`config.mk`:
```
export PLATFORM = sky130hd
export DESIGN_NAME = ppu
export DESIGN_NICKNAME = d
export VERILOG_FILES = /design/src/ppu_pkg.sv /design/src/ppu.sv /design/src/pixel_fifo.sv /design/src/bg_fetcher.sv /design/src/ppu_timing.sv /design/src/ppu_regs.sv
export SDC_FILE = /design/constraint.sdc
export NUM_CORES = 1
export LEC_CHECK = 0
export ABC_AREA = 1
export BUFFER_PORTS_ARGS = -buffer_cell sky130_fd_sc_hd__buf_2
export CAP_MARGIN = 20
export CORE_ASPECT_RATIO = 2
export CORE_MARGIN = 2
export CORE_UTILIZATION = 64
export CTS_CLUSTER_DIAMETER = 50
export DETAILED_ROUTE_END_ITERATION = 8
export HOLD_SLACK_MARGIN = 0.03
export PLACE_DENSITY = 0.85
export SLEW_MARGIN = 10
export SYNTH_ARGS = -nofsm -noshare
export SYNTH_HDL_FRONTEND = slang
export SYNTH_SLANG_ARGS = --single-unit
```
`constraint.sdc`:
```
create_clock -name clk -period 5.35 [get_ports clk]
set_input_delay 0.2675 -clock clk [delete_from_list [all_inputs] [get_ports clk]]
set_output_delay 0.2675 -clock clk [all_outputs]
set_load 0.02 [all_outputs]
```
`src/ppu_pkg.sv`:
```
package ppu_pkg;

    typedef logic [15:0] addr_t;
    typedef logic [7:0]  byte_t;
    typedef logic [8:0]  line_clk_t;  // 0..455 within a line
    typedef logic [1:0]  color_t;

    // Beam timing
    localparam int OAM_CYCLES = 80;
    localparam int PIX_X      = 160;
    localparam int PIX_Y      = 144;
    localparam int CYCLES_X   = 456;   // OAM + pixel transfer + hblank
    localparam int CYCLES_Y   = 154;   // Visible lines + vblank

    localparam addr_t VRAM_BASE  = 16'h8000;
    localparam addr_t VRAM_SIZE  = 16'h2000;
    localparam addr_t MAP_LOW    = 16'h9800;
    localparam addr_t MAP_HIGH   = 16'h9C00;
    localparam addr_t TILES_LOW  = 16'h8000;
    localparam addr_t TILES_HIGH = 16'h9000;  // Signed tile index around this base

    localparam addr_t REG_LCDC = 16'hFF40;
    localparam addr_t REG_STAT = 16'hFF41;
    localparam addr_t REG_SCY  = 16'hFF42;
    localparam addr_t REG_SCX  = 16'hFF43;
    localparam addr_t REG_LY   = 16'hFF44;
    localparam addr_t REG_LYC  = 16'hFF45;
    localparam addr_t REG_DMA  = 16'hFF46;
    localparam addr_t REG_BGP  = 16'hFF47;
    localparam addr_t REG_OBP0 = 16'hFF48;
    localparam addr_t REG_OBP1 = 16'hFF49;

    typedef enum logic [1:0] {
        MODE_HBLANK = 2'd0,
        MODE_VBLANK = 2'd1,
        MODE_OAM    = 2'd2,
        MODE_PIX    = 2'd3
    } mode_t;

    typedef enum logic [3:0] {
        STOPPED, START, WAIT_MAP, READ_MAP, WAIT_LO, READ_LO, WAIT_HI, READ_HI, WAIT_FIFO
    } fetch_state_e;

    typedef struct packed {
        addr_t addr;
        byte_t wdata;
        logic  write;
    } cpu_bus_t;

    typedef struct packed {
        logic  display_enabled;
        logic  bg_map_select;
        logic  tile_data_select;
        byte_t scx;
        byte_t scy;
        byte_t bgp;
    } ppu_ctrl_t;

    typedef struct packed {
        byte_t ly;
        mode_t mode;
        logic  line_start;
    } beam_t;

    typedef struct packed {
        byte_t lo;
        byte_t hi;
    } tile_row_t;

    function automatic logic is_vram(addr_t addr);
        return addr >= VRAM_BASE && addr < VRAM_BASE + VRAM_SIZE;
    endfunction

endpackage
```
`src/ppu.sv`:
```
`timescale 1ns/1ns

module ppu (
    input  logic              clk,
    input  logic              reset,
    input  ppu_pkg::cpu_bus_t bus,
    output ppu_pkg::byte_t    mem_data_read,
    output ppu_pkg::addr_t    vram_addr,
    output ppu_pkg::byte_t    vram_data_w,
    input  ppu_pkg::byte_t    vram_data_r,
    output logic              vram_do_write,
    output logic              intreq_vblank,
    output logic              lcd_write,
    output logic              lcd_hblank,
    output logic              lcd_vblank,
    output ppu_pkg::color_t   lcd_col,
    output ppu_pkg::byte_t    lcd_x,
    output ppu_pkg::byte_t    lcd_y
);

    ppu_pkg::ppu_ctrl_t ctrl;
    ppu_pkg::beam_t     beam;
    ppu_pkg::tile_row_t row;
    ppu_pkg::addr_t     fetch_addr;
    logic               fetch_active;
    logic               ly_reset;
    logic               drawing;
    logic               line_end;
    logic               row_valid;
    logic               row_ready;

    // Fetcher owns the VRAM port while active
    assign vram_addr     = fetch_active ? fetch_addr : bus.addr;
    assign vram_data_w   = bus.wdata;
    assign vram_do_write = !fetch_active && bus.write && ppu_pkg::is_vram(bus.addr);

    ppu_regs u_regs (
        .clk, .reset, .bus, .beam, .vram_data_r, .fetch_active,
        .mem_data_read, .ctrl, .ly_reset
    );

    ppu_timing u_timing (
        .clk, .reset, .ctrl, .ly_reset, .drawing, .beam, .intreq_vblank
    );

    bg_fetcher u_fetcher (
        .clk, .reset, .ctrl, .beam, .line_end, .vram_data_r,
        .fetch_active, .fetch_addr, .row, .row_valid, .row_ready
    );

    pixel_fifo u_fifo (
        .clk, .reset, .ctrl, .beam, .row, .row_valid, .row_ready,
        .drawing, .line_end, .lcd_write, .lcd_hblank, .lcd_vblank,
        .lcd_col, .lcd_x, .lcd_y
    );

endmodule

```
`src/pixel_fifo.sv`:
```
`timescale 1ns/1ns

module pixel_fifo (
    input  logic                clk,
    input  logic                reset,
    input  ppu_pkg::ppu_ctrl_t  ctrl,
    input  ppu_pkg::beam_t      beam,
    input  ppu_pkg::tile_row_t  row,
    input  logic                row_valid,
    output logic                row_ready,
    output logic                drawing,
    output logic                line_end,
    output logic                lcd_write,
    output logic                lcd_hblank,
    output logic                lcd_vblank,
    output ppu_pkg::color_t     lcd_col,
    output ppu_pkg::byte_t      lcd_x,
    output ppu_pkg::byte_t      lcd_y
);

    logic            active;
    ppu_pkg::byte_t  x_px;
    logic [4:0]      size;     // 0, 8 or 16 after a push
    logic [2:0]      discard;  // Fine scroll pixels still to drop
    logic [15:0]     shift_lo;
    logic [15:0]     shift_hi;
    logic            push;
    logic            pop;
    logic            line_done;
    ppu_pkg::color_t pix_idx;

    function automatic ppu_pkg::color_t palette(input ppu_pkg::byte_t pal,
                                                input ppu_pkg::color_t idx);
        return pal[2 * idx +: 2];
    endfunction

    assign drawing    = active;
    assign line_done  = active && x_px == ppu_pkg::PIX_X;
    assign row_ready  = active && size <= 5'd8;
    assign push       = row_valid && row_ready;
    assign pop        = active && size > 5'd8 && !line_done;
    assign pix_idx    = {shift_hi[15], shift_lo[15]};
    assign lcd_vblank = ctrl.display_enabled && beam.ly >= ppu_pkg::PIX_Y;

    always_ff @(posedge clk) begin
        lcd_write  <= 1'b0;
        lcd_hblank <= 1'b0;
        line_end   <= 1'b0;
        if (reset || !ctrl.display_enabled) begin
            active  <= 1'b0;
            x_px    <= '0;
            size    <= '0;
            discard <= '0;
        end else if (beam.line_start) begin
            active  <= 1'b1;
            x_px    <= '0;
            size    <= '0;
            discard <= ctrl.scx[2:0];
        end else if (line_done) begin
            active     <= 1'b0;
            size       <= '0;
            lcd_hblank <= 1'b1;
            line_end   <= 1'b1;
        end else if (push) begin
            size <= size + 5'd8;
        end else if (pop) begin
            size <= size - 1'b1;
            if (discard != 3'd0) begin
                discard <= discard - 1'b1;
            end else begin
                lcd_write <= 1'b1;
                x_px      <= x_px + 1'b1;
            end
        end
    end

    // Leftmost pixel sits in bit 15
    always_ff @(posedge clk) begin
        if (push) begin
            if (size == 5'd0) begin
                shift_lo <= {row.lo, 8'h00};
                shift_hi <= {row.hi, 8'h00};
            end else begin
                shift_lo[7:0] <= row.lo;
                shift_hi[7:0] <= row.hi;
            end
        end else if (pop) begin
            shift_lo <= {shift_lo[14:0], 1'b0};
            shift_hi <= {shift_hi[14:0], 1'b0};
        end
        if (pop) begin
            lcd_col <= palette(ctrl.bgp, pix_idx);
            lcd_x   <= x_px;
            lcd_y   <= beam.ly;
        end
    end

    size_max: assert property (@(posedge clk) disable iff (reset) size <= 5'd16);

endmodule

```
`src/bg_fetcher.sv`:
```
`timescale 1ns/1ns

module bg_fetcher (
    input  logic                clk,
    input  logic                reset,
    input  ppu_pkg::ppu_ctrl_t  ctrl,
    input  ppu_pkg::beam_t      beam,
    input  logic                line_end,
    input  ppu_pkg::byte_t      vram_data_r,
    output logic                fetch_active,
    output ppu_pkg::addr_t      fetch_addr,
    output ppu_pkg::tile_row_t  row,
    output logic                row_valid,
    input  logic                row_ready
);

    ppu_pkg::fetch_state_e state;
    logic [4:0]            tile_x;  // Column in the 32x32 map
    ppu_pkg::byte_t        tile_idx;
    ppu_pkg::byte_t        bg_y;
    ppu_pkg::addr_t        map_base;
    ppu_pkg::addr_t        map_addr;

    function automatic ppu_pkg::addr_t tile_addr(input ppu_pkg::byte_t idx,
                                                 input logic [2:0] fine_y,
                                                 input logic unsigned_idx,
                                                 input logic hi);
        logic           sign;
        ppu_pkg::addr_t base;
        sign = !unsigned_idx && idx[7];
        base = unsigned_idx ? ppu_pkg::TILES_LOW : ppu_pkg::TILES_HIGH;
        return base + {{4{sign}}, idx, fine_y, hi};  // 16 bytes per tile
    endfunction

    assign bg_y         = beam.ly + ctrl.scy;
    assign map_base     = ctrl.bg_map_select ? ppu_pkg::MAP_HIGH : ppu_pkg::MAP_LOW;
    assign map_addr     = map_base + {6'b0, bg_y[7:3], tile_x};
    assign fetch_active = state != ppu_pkg::STOPPED;

    always_ff @(posedge clk) begin
        if (reset || !ctrl.display_enabled || line_end) begin
            state     <= ppu_pkg::STOPPED;
            row_valid <= 1'b0;
        end else begin
            case (state)
                ppu_pkg::STOPPED:  if (beam.line_start) state <= ppu_pkg::START;
                ppu_pkg::START:    state <= ppu_pkg::WAIT_MAP;
                ppu_pkg::WAIT_MAP: state <= ppu_pkg::READ_MAP;
                ppu_pkg::READ_MAP: state <= ppu_pkg::WAIT_LO;
                ppu_pkg::WAIT_LO:  state <= ppu_pkg::READ_LO;
                ppu_pkg::READ_LO:  state <= ppu_pkg::WAIT_HI;
                ppu_pkg::WAIT_HI:  state <= ppu_pkg::READ_HI;
                ppu_pkg::READ_HI: begin
                    row_valid <= 1'b1;
                    state     <= ppu_pkg::WAIT_FIFO;
                end
                ppu_pkg::WAIT_FIFO: begin
                    if (row_ready) begin
                        row_valid <= 1'b0;
                        state     <= ppu_pkg::WAIT_MAP;
                    end
                end
                default: state <= ppu_pkg::STOPPED;
            endcase
        end
    end

    // Address goes out one cycle ahead of the READ state using its data
    always_ff @(posedge clk) begin
        case (state)
            ppu_pkg::STOPPED: tile_x <= ctrl.scx[7:3];
            ppu_pkg::START:   fetch_addr <= map_addr;
            ppu_pkg::READ_MAP: begin
                tile_idx   <= vram_data_r;
                fetch_addr <= tile_addr(vram_data_r, bg_y[2:0], ctrl.tile_data_select, 1'b0);
            end
            ppu_pkg::READ_LO: begin
                row.lo     <= vram_data_r;
                fetch_addr <= tile_addr(tile_idx, bg_y[2:0], ctrl.tile_data_select, 1'b1);
            end
            ppu_pkg::READ_HI: begin
                row.hi <= vram_data_r;
                tile_x <= tile_x + 1'b1;  // Wraps at map edge
            end
            ppu_pkg::WAIT_FIFO: fetch_addr <= map_addr;
            default: ;
        endcase
    end

    row_held: assert property (@(posedge clk) disable iff (reset)
        row_valid && !row_ready |=> $stable(row));

endmodule

```
`src/ppu_timing.sv`:
```
`timescale 1ns/1ns

module ppu_timing (
    input  logic               clk,
    input  logic               reset,
    input  ppu_pkg::ppu_ctrl_t ctrl,
    input  logic               ly_reset,
    input  logic               drawing,
    output ppu_pkg::beam_t     beam,
    output logic               intreq_vblank
);

    ppu_pkg::line_clk_t line_clk;
    ppu_pkg::line_clk_t line_clk_next;
    ppu_pkg::byte_t     ly;
    ppu_pkg::byte_t     ly_next;
    logic               line_last;

    assign line_last = line_clk == ppu_pkg::CYCLES_X - 1;

    always_comb begin
        line_clk_next = line_last ? '0 : line_clk + 1'b1;
        if (ly_reset)
            ly_next = '0;
        else if (!line_last)
            ly_next = ly;
        else if (ly == ppu_pkg::CYCLES_Y - 1)
            ly_next = '0;  // Frame wrap
        else
            ly_next = ly + 1'b1;
    end

    always_ff @(posedge clk) begin
        if (reset || !ctrl.display_enabled) begin
            line_clk      <= '0;
            ly            <= '0;
            intreq_vblank <= 1'b0;
        end else begin
            line_clk      <= line_clk_next;
            ly            <= ly_next;
            intreq_vblank <= ly_next == ppu_pkg::PIX_Y && ly != ppu_pkg::PIX_Y;
        end
    end

    always_comb begin
        beam.ly = ly;
        if (!ctrl.display_enabled)
            beam.mode = ppu_pkg::MODE_HBLANK;
        else if (ly >= ppu_pkg::PIX_Y)
            beam.mode = ppu_pkg::MODE_VBLANK;
        else if (line_clk < ppu_pkg::OAM_CYCLES)
            beam.mode = ppu_pkg::MODE_OAM;
        else if (drawing)
            beam.mode = ppu_pkg::MODE_PIX;
        else
            beam.mode = ppu_pkg::MODE_HBLANK;
        beam.line_start = ctrl.display_enabled && line_clk == ppu_pkg::OAM_CYCLES
                          && ly < ppu_pkg::PIX_Y;
    end

    ly_in_frame: assert property (@(posedge clk) disable iff (reset)
        ly < ppu_pkg::CYCLES_Y && line_clk < ppu_pkg::CYCLES_X);

endmodule

```
`src/ppu_regs.sv`:
```
`timescale 1ns/1ns

module ppu_regs (
    input  logic                clk,
    input  logic                reset,
    input  ppu_pkg::cpu_bus_t   bus,
    input  ppu_pkg::beam_t      beam,
    input  ppu_pkg::byte_t      vram_data_r,
    input  logic                fetch_active,
    output ppu_pkg::byte_t      mem_data_read,
    output ppu_pkg::ppu_ctrl_t  ctrl,
    output logic                ly_reset
);

    ppu_pkg::byte_t lcdc;
    logic [3:0]     stat_en;  // LYC, OAM, VBLANK, HBLANK enables
    ppu_pkg::byte_t scy;
    ppu_pkg::byte_t scx;
    ppu_pkg::byte_t lyc;
    ppu_pkg::byte_t bgp;
    logic           ly_match;

    assign ly_match = beam.ly == lyc;

    // Any write to LY restarts the frame count
    assign ly_reset = bus.write && bus.addr == ppu_pkg::REG_LY;

    assign ctrl.display_enabled  = lcdc[7];
    assign ctrl.tile_data_select = lcdc[4];
    assign ctrl.bg_map_select    = lcdc[3];
    assign ctrl.scx              = scx;
    assign ctrl.scy              = scy;
    assign ctrl.bgp              = bgp;

    always_ff @(posedge clk) begin
        if (reset) begin
            lcdc    <= '0;
            stat_en <= '0;
            scy     <= '0;
            scx     <= '0;
            lyc     <= '0;
            bgp     <= '0;
        end else if (bus.write) begin
            case (bus.addr)
                ppu_pkg::REG_LCDC: lcdc <= bus.wdata;
                ppu_pkg::REG_STAT: stat_en <= bus.wdata[6:3];
                ppu_pkg::REG_SCY:  scy <= bus.wdata;
                ppu_pkg::REG_SCX:  scx <= bus.wdata;
                ppu_pkg::REG_LYC:  lyc <= bus.wdata;
                ppu_pkg::REG_BGP:  bgp <= bus.wdata;
                default: ;
            endcase
        end
    end

    always_comb begin
        if (ppu_pkg::is_vram(bus.addr)) begin
            // VRAM port belongs to the fetcher while it runs
            mem_data_read = fetch_active ? 8'hFF : vram_data_r;
        end else begin
            case (bus.addr)
                ppu_pkg::REG_LCDC: mem_data_read = lcdc;
                ppu_pkg::REG_STAT: mem_data_read = {1'b0, stat_en, ly_match, beam.mode};
                ppu_pkg::REG_SCY:  mem_data_read = scy;
                ppu_pkg::REG_SCX:  mem_data_read = scx;
                ppu_pkg::REG_LY:   mem_data_read = beam.ly;
                ppu_pkg::REG_LYC:  mem_data_read = lyc;
                ppu_pkg::REG_BGP:  mem_data_read = bgp;
                default:           mem_data_read = 8'hFF;
            endcase
        end
    end

endmodule

```
==> flow_summary.yaml <==
critical_path:
  reg2regPathDepth: 11
  cp_slowest_cell: "or2_2"
  critPathMaxFanout: 9
  critical_path.cell_chain: "nor2_4 > inv_1 > nor2_4 > nand2_1 > or2_2 > nand2_1 > inv_1 > buf_2"
  cp.arrival_ns: 2.30
  cp-end-kind: "primary output"
  worst_path_largest_cell_delay_ns: 0.39
  critical_path_class: "flip-flop to primary output"
  path_delay_family: "simple AND/OR/NAND/NOR gates"
  total_number_of_cells_along_the_worst_setup_path: 8
  setup.worst_path.start_class: "flip-flop"
  path_buf_inv: 3
  required_ns: 5.08
logic_synthesis:
  number_of_cells_produced_by_synthesis: 1105
  seq_area_frac_synth: 0.505
  yosys.area_share.adder: 0.0301
  synthSimpleGateAreaFrac: 0.255
  synth_compound_area_frac: 0.118
  net_count_after_synthesis: 1161
  synth-seq-cells: 180
  post_synth_num_cell_types: 45
  synth_top_family_by_area: "simple AND/OR/NAND/NOR gates"
  synthXorXnorAreaFrac: 0.0146
  syn_area_um2: 8990
  yosys-mux-area-fraction: 0.00111
  syn_avg_cell_area_um2: 8.14
  ys.warnings.count: 0
timing:
  finalWorstPathRequiredPeriod_ns: 2.57
  whs_ns: 0.0862
  finalClockSkew_ns: 0.00971
  final-hold-violation-count: 0
  final_setup_fails: 0
  max_clock_freq_ghz: 0.389
  fin_crit_sh: 0.480
  worst_slew_margin_rel: 0.460
  final_max_slew_viol_count: 0
  grt_setup_unrepaired: "no"
  tightest_slew_ns: 0.809
  setup_tns_ns: 0
clock_tree:
  post_cts_buffers: 0
  htreeDepth: 4
  cts-hold-fix-buffers: 0
  cts_tree: "built"
  ctsLongestPathBuffers: 2
  clkSinkCount: 180
  clk_pin_slew_worst_paths_ns: 0.07
  clk_latency_ns: 0.44
  cts-root-buf: "clkbuf_16"
  number_of_buffers_created_by_cts: 17
  total_of_cells_resized_after_clock_tree_synthesis: 0
floorplanning:
  design.die.area_um2: 15100
  top_level_ports: 90
  dieHeight_um: 172
  die_width_um: 87.8
  initial_utilization: 0.651
  floorplan.core_area_um2: 13800
  floorplan.rows: 61
drt:
  detail_route.wirelength_um: 23700
  final_antenna_net_count: 0
  detailroute.via_count: 7822
  avgRoutedWirePerCell_um: 17.1
  number_of_remaining_drc_errors: 0
  vias_per_cell: 5.64
  drt_first_iter_violations: 526
  drtPass1Iterations: 6
final_layout:
  fill_cells: 1083
  num_antenna_cells: 0
  nNetsFinal: 1241
  area_delta_synth_final_pct: 12.4
  layout.cell_area.non_filler_um2: 10100
  layout.core_utilization: 0.731
  final_layout_size_suffix_gt1_frac: 0.142
global_routing:
  grt_first_pass_wirelength_um: 36800
  initial_antenna_violation_count: 0
  grt_use_total: 0.327
  first_global_vias: 7450
  largest_net_degree_at_the_start_of_global_routing: 40
  grt_overflow: 0
placed_design:
  dp_hpwl_um: 17700
  place_congestion: 1.00
  buffer_ports.inserted: 89
  postPlaceCellArea_um2: 9510
job:
  max_cap_violations: 0
power_and_ir_drop:
  p_per_area_nw_per_um2: 276
  ir_worst_vdd_v: 0.000234
  total_leakage_power_nw: 4.07
run_status:
  outcome: "complete, no violations"
worst_hold_path:
  min-delay-path-class: "input pin to flip-flop"
  hold_path_depth: 1
[where the power goes]
| group | switching [W] | internal (W) | leakage [nW] |
|---|---|---|---|
| clock network | 0.000587 | 0.000665 | 0.288 |
| logic | 0.0000669 | 0.0000268 | 2.20 |
| registers | 0.00000000367 | 0.00144 | 1.59 |
| total | 0.000654 | 0.00213 | 4.07 |
[routing by layer]
metal / global-route usage / wire length [um] / up-vias
met5: 0 / 0 / -
met4: 0.252 / 2000 / 0
met3: 0.0667 / 1160 / 118
met2: 0.571 / 12600 / 315
met1: 0.327 / 7940 / 3586
li1: - / - / 3803
[registers in the layout, indices dropped and copies added (netlist names), 2 cells and up]
register	count
u_fetcher.fetch_addr	15
u_fetcher.row	16
u_fetcher.state	4
u_fetcher.tile_idx	8
u_fetcher.tile_x	5
u_fifo.discard	3
u_fifo.lcd_col	2
u_fifo.lcd_x	8
u_fifo.lcd_y	8
u_fifo.shift_hi	16
u_fifo.shift_lo	16
u_fifo.size	5
u_fifo.x_px	8
u_regs.bgp	8
u_regs.lcdc	8
u_regs.lyc	8
u_regs.scx	8
u_regs.scy	8
u_regs.stat_en	4
u_timing.line_clk	9
u_timing.ly	8
[layout by cell type, fill, tap and decap left out, types with 2 or more instances in the layout]
| cell | count |
|---|---|
| nor2_1 | 108 |
| o211ai_1 | 2 |
| a21oi_1 | 71 |
| xnor2_1 | 2 |
| a22oi_1 | 4 |
| ha_1 | 20 |
| inv_6 | 3 |
| o21ai_1 | 9 |
| nand2_4 | 2 |
| inv_2 | 7 |
| nand4_1 | 18 |
| o21a_1 | 3 |
| buf_4 | 2 |
| or2_2 | 3 |
| nand2_2 | 9 |
| nor4_1 | 2 |
| nand3b_1 | 3 |
| buf_2 | 89 |
| nand2_1 | 281 |
| xor2_1 | 13 |
| nor3_1 | 13 |
| nor3_2 | 2 |
| nand3_2 | 2 |
| edfxtp_1 | 94 |
| o22ai_1 | 2 |
| conb_1 | 2 |
| nor2_2 | 10 |
| inv_8 | 5 |
| clkbuf_16 | 17 |
| nand3_1 | 58 |
| inv_1 | 123 |
| nor2_4 | 8 |
| clkinv_4 | 3 |
| o21ai_0 | 106 |
| clkinv_1 | 2 |
| dfxtp_1 | 86 |
[cells by family after synthesis]
group / after synthesis
adder cells (fa/ha/maj): 21
buffers and inverters: 162
AO/OA/AOI/OAI: 202
AND/OR/NAND/NOR: 522
multiplexers: 1
other: 2
flip-flops: 180
XOR/XNOR: 15
[Yosys cell counts, drive strengths merged]
library cell / n / share of area
conb: 2 / 0.00084
nor4: 2 / 0.0014
clkbuf: 10 / 0.0042
o211ai: 2 / 0.0017
edfxtp: 94 / 0.31
o21ai: 116 / 0.065
or2: 4 / 0.0028
xnor2: 2 / 0.0019
xor2: 13 / 0.013
nand4: 18 / 0.013
clkinv: 1 / 0.00042
dfxtp: 86 / 0.19
o22ai: 2 / 0.0014
o21a: 3 / 0.0025
nand3: 61 / 0.036
mux2i: 1 / 0.0011
a21oi: 72 / 0.041
a31oi: 1 / 0.00070
inv: 131 / 0.055
nand2: 292 / 0.13
nand3b: 3 / 0.0025
ha: 20 / 0.028
o2111ai: 1 / 0.00097
fa: 1 / 0.0022
a22oi: 4 / 0.0033
nor2: 126 / 0.062
buf: 20 / 0.016
a211oi: 1 / 0.00084
nor3: 16 / 0.011
[worst paths after layout]
| check | start | end | slack, ns |
|---|---|---|---|
| max | u_fetcher.state[3] | mem_data_read[1] | 2.78 |
| min | vram_data_r[0] | u_fetcher.row[8] | 0.09 |
| max reg2reg | u_fifo.size[0] | u_fifo.shift_lo[7] | 2.95 |
| min reg2reg | u_regs.lcdc[5] | u_regs.lcdc[5] | 0.46 |
[metrics by stage]
step	worst slack, ns	power (W)	cells
after floorplan	2.62	0.00152	1105
after global placement	2.99	0.00156	1355
after detailed placement	2.95	0.00156	1355
after CTS	2.79	0.00279	1387
after global routing	2.66	0.00285	1387
final	2.78	0.00279	1387
[layout make-up]
type	count	area [um^2]	area share
Clock buffer	17	425	0.0421
Tap cell	189	236	0.0234
Sequential cell	180	4540	0.450
Timing Repair Buffer	91	460	0.0456
Multi-Input combinational cell	763	3770	0.373
Clock inverter	15	166	0.0165
Inverter	132	498	0.0493
Power figures use the tool's default switching activity.
